<file path="src/logic/config_pkg.sv">
package config_pkg;

  // Frame field widths
  localparam int id_width    = 4;
  localparam int data_width  = 8;                   // Also the widest node register
  localparam int op_width    = 2;
  localparam int frame_width = 1 + op_width + id_width + data_width;

  // Field positions, start bit sits at bit 0 and goes out first
  localparam int op_lsb   = 1;
  localparam int id_lsb   = op_lsb + op_width;
  localparam int data_lsb = id_lsb + id_width;

  typedef logic [id_width-1:0]    node_id_t;        // Valid ids 1..14
  typedef logic [data_width-1:0]  cfg_data_t;
  typedef logic [op_width-1:0]    op_t;
  typedef logic [frame_width-1:0] frame_t;

  // Op codes
  localparam op_t OP_WRITE         = 2'd0;          // Addressed node loads data
  localparam op_t OP_DEFAULT       = 2'd1;          // Addressed node reloads default
  localparam op_t OP_BCAST_DEFAULT = 2'd2;          // All nodes reload default, id ignored
  localparam op_t OP_RESERVED      = 2'd3;          // No effect

endpackage
</file>
<file path="src/logic/config_chain_top.sv">
`timescale 1ns/1ps

module config_chain_top #(
  parameter config_pkg::node_id_t id0_p  = 4'd1,
  parameter config_pkg::node_id_t id1_p  = 4'd2,
  parameter config_pkg::node_id_t id2_p  = 4'd3,
  parameter logic [7:0]           def0_p = 8'h5A,
  parameter logic [4:0]           def1_p = 5'h11,
  parameter logic [2:0]           def2_p = 3'h5
) (
  input  logic                  clk_i,
  input  logic                  reset_i,
  input  logic                  send_i,
  input  config_pkg::op_t       op_i,
  input  config_pkg::node_id_t  node_id_i,
  input  config_pkg::cfg_data_t data_i,
  output logic                  busy_o,
  output logic [7:0]            cfg0_o,
  output logic [4:0]            cfg1_o,
  output logic [2:0]            cfg2_o
);

  logic ser_bit;     // Head of the chain
  logic node0_bit;   // Relay from node 0 to node 1
  logic node1_bit;   // Relay from node 1 to node 2

  config_serializer ser0 (
    .clk_i     (clk_i),
    .reset_i   (reset_i),
    .send_i    (send_i),
    .op_i      (op_i),
    .node_id_i (node_id_i),
    .data_i    (data_i),
    .bit_o     (ser_bit),
    .busy_o    (busy_o)
  );

  config_node #(
    .config_bits_p (8),
    .id_p          (id0_p),
    .default_p     (def0_p)
  ) node0 (
    .clk_i    (clk_i),
    .reset_i  (reset_i),
    .bit_i    (ser_bit),
    .bit_o    (node0_bit),
    .config_o (cfg0_o)
  );

  config_node #(
    .config_bits_p (5),
    .id_p          (id1_p),
    .default_p     (def1_p)
  ) node1 (
    .clk_i    (clk_i),
    .reset_i  (reset_i),
    .bit_i    (node0_bit),
    .bit_o    (node1_bit),
    .config_o (cfg1_o)
  );

  config_node #(
    .config_bits_p (3),
    .id_p          (id2_p),
    .default_p     (def2_p)
  ) node2 (
    .clk_i    (clk_i),
    .reset_i  (reset_i),
    .bit_i    (node1_bit),
    .bit_o    (),              // Last node, relay goes nowhere
    .config_o (cfg2_o)
  );

endmodule

</file>
<file path="src/logic/config_node.sv">
`timescale 1ns/1ps

module config_node #(
  parameter int                       config_bits_p = 8,      // At most data_width
  parameter config_pkg::node_id_t     id_p          = 4'd1,
  parameter logic [config_bits_p-1:0] default_p     = '0
) (
  input  logic                     clk_i,
  input  logic                     reset_i,
  input  logic                     bit_i,
  output logic                     bit_o,
  output logic [config_bits_p-1:0] config_o
);

  localparam int count_width_lp = $clog2(config_pkg::frame_width);
  localparam logic [count_width_lp-1:0] first_bit_lp = count_width_lp'(1);
  localparam logic [count_width_lp-1:0] last_bit_lp  =
    count_width_lp'(config_pkg::frame_width - 1);

  typedef enum logic {
    node_idle,
    node_collect
  } node_state_e;

  node_state_e                         state_r;
  logic [count_width_lp-1:0]           count_r;
  logic [config_pkg::frame_width-2:0]  shift_r;     // Holds every bit but the newest
  config_pkg::frame_t                  frame;
  config_pkg::op_t                     frame_op;
  config_pkg::node_id_t                frame_id;
  config_pkg::cfg_data_t               frame_data;
  logic                                frame_done;
  logic                                id_match;
  logic                                relay_r;
  logic [config_bits_p-1:0]            config_r;
  logic [config_bits_p-1:0]            config_n;

  // Full frame as seen on the edge that takes its last bit
  assign frame      = {bit_i, shift_r};
  assign frame_op   = frame[config_pkg::op_lsb +: config_pkg::op_width];
  assign frame_id   = frame[config_pkg::id_lsb +: config_pkg::id_width];
  assign frame_data = frame[config_pkg::data_lsb +: config_pkg::data_width];

  assign frame_done = (state_r == node_collect) && (count_r == last_bit_lp);
  assign id_match   = (frame_id == id_p);

  always_comb begin
    config_n = config_r;
    case (frame_op)
      config_pkg::OP_WRITE: begin
        if (id_match) begin
          config_n = frame_data[config_bits_p-1:0];       // Keep only what fits
        end
      end
      config_pkg::OP_DEFAULT: begin
        if (id_match) begin
          config_n = default_p;
        end
      end
      config_pkg::OP_BCAST_DEFAULT: config_n = default_p;  // Id not looked at
      default: config_n = config_r;                        // Reserved op
    endcase
  end

  always_ff @(posedge clk_i) begin
    shift_r <= frame[config_pkg::frame_width-1:1];         // Free-running LSB-first shift
  end

  always_ff @(posedge clk_i) begin
    if (reset_i) begin
      state_r  <= node_idle;
      count_r  <= '0;
      relay_r  <= 1'b1;                                     // Downstream sees an idle line
      config_r <= default_p;
    end else begin
      relay_r <= bit_i;
      case (state_r)
        node_idle: begin
          if (!bit_i) begin
            state_r <= node_collect;                        // Start bit seen
            count_r <= first_bit_lp;
          end
        end
        node_collect: begin
          if (frame_done) begin
            state_r  <= node_idle;
            config_r <= config_n;
          end else begin
            count_r <= count_r + 1'b1;
          end
        end
        default: state_r <= node_idle;
      endcase
    end
  end

  assign bit_o    = relay_r;
  assign config_o = config_r;

endmodule

</file>
<file path="src/logic/config_serializer.sv">
`timescale 1ns/1ps

module config_serializer (
  input  logic                  clk_i,
  input  logic                  reset_i,
  input  logic                  send_i,
  input  config_pkg::op_t       op_i,
  input  config_pkg::node_id_t  node_id_i,
  input  config_pkg::cfg_data_t data_i,
  output logic                  bit_o,
  output logic                  busy_o
);

  localparam int count_width_lp = $clog2(config_pkg::frame_width);
  localparam logic [count_width_lp-1:0] last_bit_lp =
    count_width_lp'(config_pkg::frame_width - 1);

  typedef enum logic {
    ser_idle,
    ser_send
  } ser_state_e;

  ser_state_e                state_r;
  ser_state_e                state_n;
  config_pkg::frame_t        frame_n;
  config_pkg::frame_t        shift_r;
  logic [count_width_lp-1:0] count_r;
  logic                      start;
  logic                      last_bit;

  // Start bit is a 0 at the LSB, fields follow LSB first
  assign frame_n = {data_i, node_id_i, op_i, 1'b0};

  assign start    = (state_r == ser_idle) && send_i;        // Strobes while busy are dropped
  assign last_bit = (state_r == ser_send) && (count_r == last_bit_lp);

  always_comb begin
    state_n = state_r;
    case (state_r)
      ser_idle: begin
        if (start) begin
          state_n = ser_send;
        end
      end
      ser_send: begin
        if (last_bit) begin
          state_n = ser_idle;                               // Line back to 1 next cycle
        end
      end
      default: begin
        state_n = ser_idle;
      end
    endcase
  end

  always_ff @(posedge clk_i) begin
    if (reset_i) begin
      state_r <= ser_idle;
      count_r <= '0;
    end else begin
      state_r <= state_n;
      if (start) begin
        count_r <= '0;                                      // Bit 0 goes out first
      end else if ((state_r == ser_send) && !last_bit) begin
        count_r <= count_r + 1'b1;
      end
    end
  end

  // Frame shifter, the bit on the line is always shift_r[0]
  always_ff @(posedge clk_i) begin
    if (start) begin
      shift_r <= frame_n;
    end else if (state_r == ser_send) begin
      shift_r <= {1'b1, shift_r[config_pkg::frame_width-1:1]};  // Fill with idle level
    end
  end

  assign bit_o  = (state_r == ser_send) ? shift_r[0] : 1'b1;  // Idle line is high
  assign busy_o = (state_r == ser_send);

endmodule

</file>
<file path="config.mk">
export PLATFORM = sky130hd
export DESIGN_NAME = config_chain_top
export DESIGN_NICKNAME = d
export VERILOG_FILES = /design/src/logic/config_pkg.sv /design/src/logic/config_chain_top.sv /design/src/logic/config_node.sv /design/src/logic/config_serializer.sv
export SDC_FILE = /design/constraint.sdc
export NUM_CORES = 1
export LEC_CHECK = 0
export BUFFER_PORTS_ARGS = -buffer_cell sky130_fd_sc_hd__buf_2
export CORE_ASPECT_RATIO = 1.2
export CORE_MARGIN = 2
export CORE_UTILIZATION = 65
export CTS_BUF_LIST = sky130_fd_sc_hd__clkbuf_8
export CTS_CLUSTER_SIZE = 25
export DETAILED_ROUTE_END_ITERATION = 10
export PLACE_DENSITY = 0.87
export SLEW_MARGIN = 10
export SYNTH_ARGS = -nofsm -noshare
export SYNTH_HDL_FRONTEND = slang
export SYNTH_SLANG_ARGS = --single-unit
export TNS_END_PERCENT = 100
</file>
<file path="constraint.sdc">
create_clock -name clk_i -period 3.9 [get_ports clk_i]
set_input_delay 0.39 -clock clk_i [delete_from_list [all_inputs] [get_ports clk_i]]
set_output_delay 0.39 -clock clk_i [all_outputs]
set_load 0.01 [all_outputs]
</file>
# == Yosys cells after proc, flatten, opt, wreduce, memory -nomap -nowiden ==
# Index checks and enable logic that the tools add are counted.
# classes
addsub,4
eq_ne,25
mux,33
n_bitwise,4
n_reduce_logical,21
# op_table
operator,n
two-way mux 15 bit,2
two-way mux 4 bit,6
one-hot mux 4 bit (2 select lines),3
one-hot mux 8 bit (3 select lines),1
"adder 4 x 1 -> 4 bit, second input constant",4
"== test 4 bit, second input constant",4
two-way mux 8 bit,2
one-hot mux 5 bit (3 select lines),1
AND reduction 5 bit,3
"!= test 2 x 1 -> 1 bit, second input constant",6
"!= test 2 bit, second input constant",6
two-way mux 5 bit,2
two-way mux 1 bit,9
one-hot mux 3 bit (3 select lines),1
nonzero test 3 bit,3
"== test 4 x 2 -> 1 bit, second input constant",2
one-hot mux 1 bit (2 select lines),4
"== test 2 x 1 -> 1 bit, second input constant",3
"== test 2 bit, second input constant",3
logical AND 1 bit,6
logical NOT 2 bit,3
two-way mux 3 bit,2
AND reduction 2 bit,3
"== test 4 x 1 -> 1 bit, second input constant",1
other kinds (4),7
# totals
reg_bits,95
out_inout_bits,17

# == Depth between registers and ports, before layout ==
# depth
ltp_word,4
ltp_mapped,5

# == Hierarchy ==
# A second synthesis with hierarchy kept.
# unflattened
cells_unflattened,323
hier_area_um2,3452.1
# modules_own_cells
mod,n_inst,cells_each,area_per_inst_um2
config_node at node0,1,88,943.4
config_serializer,1,94,914.6
config_node at node1,1,75,840.8
config_node at node2,1,66,753.2

# == Worst setup path before layout ==
# OpenSTA, ideal clock, no wires.
# synth_timing
path_kind,reg2reg
from,register node0.shift_r[1] in the netlist's numbering
to,register node0.config_r[0] (netlist: node0.config_o[0])
setup_time_ns,0.072
t_arrival_ns,1.521
setup_slack_ns,2.307
stages_incl_launch_ff,6
n_path_buf,0
path_cell_list,dfxtp_1 inv_1 ha_1 or2_2 a211oi_4 mux2i_1
# synth_via
elab_chain_len,3
# synth_rtl
item,line_no,source
"start, declared",config_node.sv:27,logic [config_pkg::frame_width-2:0] shift_r;
"start signal, assigned",config_node.sv:66,shift_r <= frame[config_pkg::frame_width-1:1];
"== test 2 x 1 -> 1 bit, or another cell as far along",config_node.sv:49,case (frame_op)
!= test 2 x 1 -> 1 bit (no source line) or nonzero test 3 bit (tied branches),n/a,
AND reduction 5 bit (no source line),n/a,
"end signal, assigned",config_node.sv:74,config_r <= default_p;
"end signal, assigned",config_node.sv:87,config_r <= config_n;
"end, declared",config_node.sv:35,logic [config_bits_p-1:0] config_r;
# Parallel ways exist; a longest one is shown, timed or not.
# A chain may end at the register's enable or synchronous reset.

# == Worst setup path in the final report ==
# layout_timing
from,register ser0.state_r (netlist: ser0.busy_o)
to,register ser0.count_r[3]
# layout_via
elab_chain_len,3
# layout_rtl
item,line_no,source
"start, declared",config_serializer.sv:23,ser_state_e state_r;
"start signal, assigned",config_serializer.sv:58,state_r <= ser_idle;
"start signal, assigned",config_serializer.sv:61,state_r <= state_n;
NOT 1 bit or logical AND 1 bit (tied branches),n/a,
logical AND 1 bit or logical NOT 1 bit (tied branches),"config_serializer.sv:34, config_serializer.sv:64",
OR reduction 2 bit (no source line) or logical AND 1 bit (tied branches),n/a,
"end signal, assigned",config_serializer.sv:65,count_r <= count_r + 1'b1;
"end, declared",config_serializer.sv:27,logic [count_width_lp-1:0] count_r;
# Parallel ways exist; a longest one is shown, timed or not.

==> out/metrics.cfg <==
[run_status]
status = finished clean

[clock_network]
cts_tree = built
cts.sinks = 92
postCtsSetupBuffers = 0
post_cts_resized = 0
root_buffer = clkbuf_8
clock_path_buffers = 2
clkTransAtPathRegs_ns = 0.08
clock_latency_ns = 0.35
h-tree-depth = 3
cts_hold_buf = 0
numCtsBuffers = 9

[worst_setup_path]
r2r_setup_slack_ns = 2.04
timing_worst_setup_path_type = flip-flop to flip-flop
r2r_end = ser0.count_r[3]$_SDFFE_PP0P_
startpoint = ser0.busy_o$_SDFF_PP0_
cp-endpoint = ser0.count_r[3]$_SDFFE_PP0P_
worst_setup_path_start_kind = flip-flop
rr_startpoint = ser0.busy_o$_SDFF_PP0_
cp_max_fo = 26
arrival_ns = 2.09
rr_worst_depth = 3
required_ns = 4.13
crit_path_end_kind = flip-flop

[yosys]
synth_common_cells = 78 x dfxtp_1, 18 x inv_1, 18 x mux2i_1
async_reset_ff_share_pct = 0
syn_inst = 292
syn_nets = 326
ys_ff_latch = 92
yosysSeqAreaShare_pct = 60.07
ys.flop_type = dfxtp_1
ys_warn_count = 0
yosysTopAreaCell = dfxtp_1
ys_types = 35
netlist_area_um2 = 3299
yosysMostFrequentCell = dfxtp_1
synth.top_cell.area_share_pct = 47.33
syn_avg_cell_area_um2 = 11.30
synth_edf_count = 14
synthTopCellsByArea = dfxtp_1 47%, edfxtp_1 13%, ha_1 6.4%, mux2i_1 5.5%, a22o_1 3.5%

[layout]
diodes = 0
fin_nets = 359
drive_gt1_share_pct = 17.88
final_util_pct = 75.31
fillers = 333
final_area_um2 = 3694
syn2layout_area_growth_pct = 11.95

[global_route]
met1_usage_pct = 22.21
grtUsageMet3_pct = 6.012
antenna_found_initial = 0
grt.overflow.total = 0
grt_first_pass_wirelength_mm = 8.942
grt_use_met2_pct = 35.96
grt_pass1_vias = 2131
grt_max_degree = 35
grt.total_usage_pct = 20.09
top_usage_layer = met2

[routing]
viasPerCell = 5.579
ant_nets = 0
dr.pass1.iters = 5
first_iter_violations = 95
drc_errors = 0
vias = 2176
routedWlPerCell_um = 13.72
drt_wl_total_mm = 5.349

[sta]
min_period_ns = 1.859
final-setup-viol-count = 0
fmax_mhz = 538.0
tns_ns = 0
setup_ws_ns = 2.041
fin_crit_sh_pct = 47.66
fin_worst_hold_slack_ns = 0.2834
hold_viol = 0
rsz0062_at_grt = false
clock_skew_ns = 0.008017
tightest_slew_ns = 1.031
drv_slew = 0
slew_headroom_pct = 31.15

[power_and_ir_drop]
power-per-cell-area_nw_per_um2 = 478.6
swShare_pct = 23.33
power.switching_mw = 0.4123
p_comb_share_pct = 5.9
seq_power_share_pct = 59.8
ir_drop_mv = 0.3389
power.leakage_nw = 1.516
intPower_mw = 1.355
power_frac_clock_pct = 34.3

[place]
place_area_um2 = 3498
place.gp.congestion = 0.7684
place_ws_ns = 2.055
io_buffer_count = 33
dp_hpwl_mm = 3.635

[die]
rows = 28
fp.dieH_um = 82.05
fp.coreArea_um2 = 4905
die_w_um = 69.04
dieArea_um2 = 5664
initial_core_util_pct = 67.27
ios = 34

[hold_path]
hp-class = input pin to flip-flop

[flow_run]
drv_cap = 0

[area by class of cell]
type	count	area (µm²)	area share, %
Clock buffer	12	165.2	4.472
Clock inverter	4	30.03	0.8130
Inverter	18	67.56	1.829
Multi-Input combinational cell	171	1209	32.72
Sequential cell	92	1982	53.66
Tap cell	60	75.07	2.033
Timing Repair Buffer	33	165.2	4.472
[kinds of logic after synthesis]
family,Yosys count,synth area share (%)
buf+inv,29,3.299
compound gates,44,9.784
fa+ha+maj,17,6.447
mux,18,5.461
simple gates,92,14.94
flops,92,60.07
[sequential cells by signal, summed over array words and instances (netlist names)]
register	count
node2.config_o	3
node0.count_r	4
node0.state_r	1
ser0.count_r	4
node2.shift_r	13
node0.config_o	8
node0.shift_r	13
node1.state_r	1
node1.count_r	4
node2.state_r	1
node2.count_r	4
node1.bit_o	1
node0.bit_o	1
node1.shift_r	13
node1.config_o	5
ser0.shift_r	15
ser0.busy_o	1
[worst max-delay path, stage by stage, from the launching register on]
cell and delay (ns):
dfxtp_1 0.56, nor2b_1 0.91, or3_1 0.21, mux2i_1 0.06
[worst min-delay path by stage]
stage	start	to	slack (ns)	cells after the start
2_1_floorplan	node1.shift_r[12]$_DFF_P_	node1.shift_r[11]$_DFF_P_	0.31	0
3_3_place_gp	node2.shift_r[13]$_DFF_P_	node2.shift_r[12]$_DFF_P_	0.31	0
3_5_place_dp	node1.shift_r[12]$_DFF_P_	node1.shift_r[11]$_DFF_P_	0.31	0
4_1_cts	send_i	ser0.shift_r[0]$_SDFFE_PP0P_	0.27	2
5_1_grt	send_i	ser0.shift_r[0]$_SDFFE_PP0P_	0.29	2
6_report	send_i	ser0.shift_r[0]$_SDFFE_PP0P_	0.28	2
[layout by cell type, fill, tap and decap left out, types with 2 or more instances in the layout]
cell type   netlist  layout
dfxtp_1          78      78
buf_2             0      33
inv_1            18      18
mux2i_1          18      18
ha_1             17      17
nand2_1          16      16
nor3_1           15      15
nor2_1           15      15
edfxtp_1         14      14
a22o_1           13      13
a21oi_1          13      13
nand3_1          12      12
clkbuf_8          0      12
o21ai_0           7       7
nand3b_1          7       7
nand4_1           6       6
or2_2             5       5
nor2b_1           3       3
a211oi_1          3       3
or3_1             3       3
and3_1            2       2
a31o_2            2       2
clkinvlp_4        0       2
[metal layers]
layer | up-vias | part of all wire (%)
met5 | - | 0
met4 | 0 | 0.73
met3 | 4 | 3.4
met2 | 34 | 51
met1 | 1036 | 45
li1 | 1102 | -
[power by group through the flow]
stage          Sequential, mW  Clock, mW  Combinational (mW)
4_1_cts                  1.06      0.620               0.105
6_report                 1.06      0.607               0.104
3_5_place_dp             1.08          0               0.104
2_1_floorplan            1.06          0              0.0859
5_1_grt                  1.06      0.653               0.117
3_3_place_gp             1.08          0              0.0979
[metrics by stage]
stage	instances	power [mW]
floorplan	292	1.149
global placement	374	1.176
detailed placement	374	1.183
CTS	390	1.783
global route	390	1.835
finish	390	1.768
(Power assumes the default switching activity.)
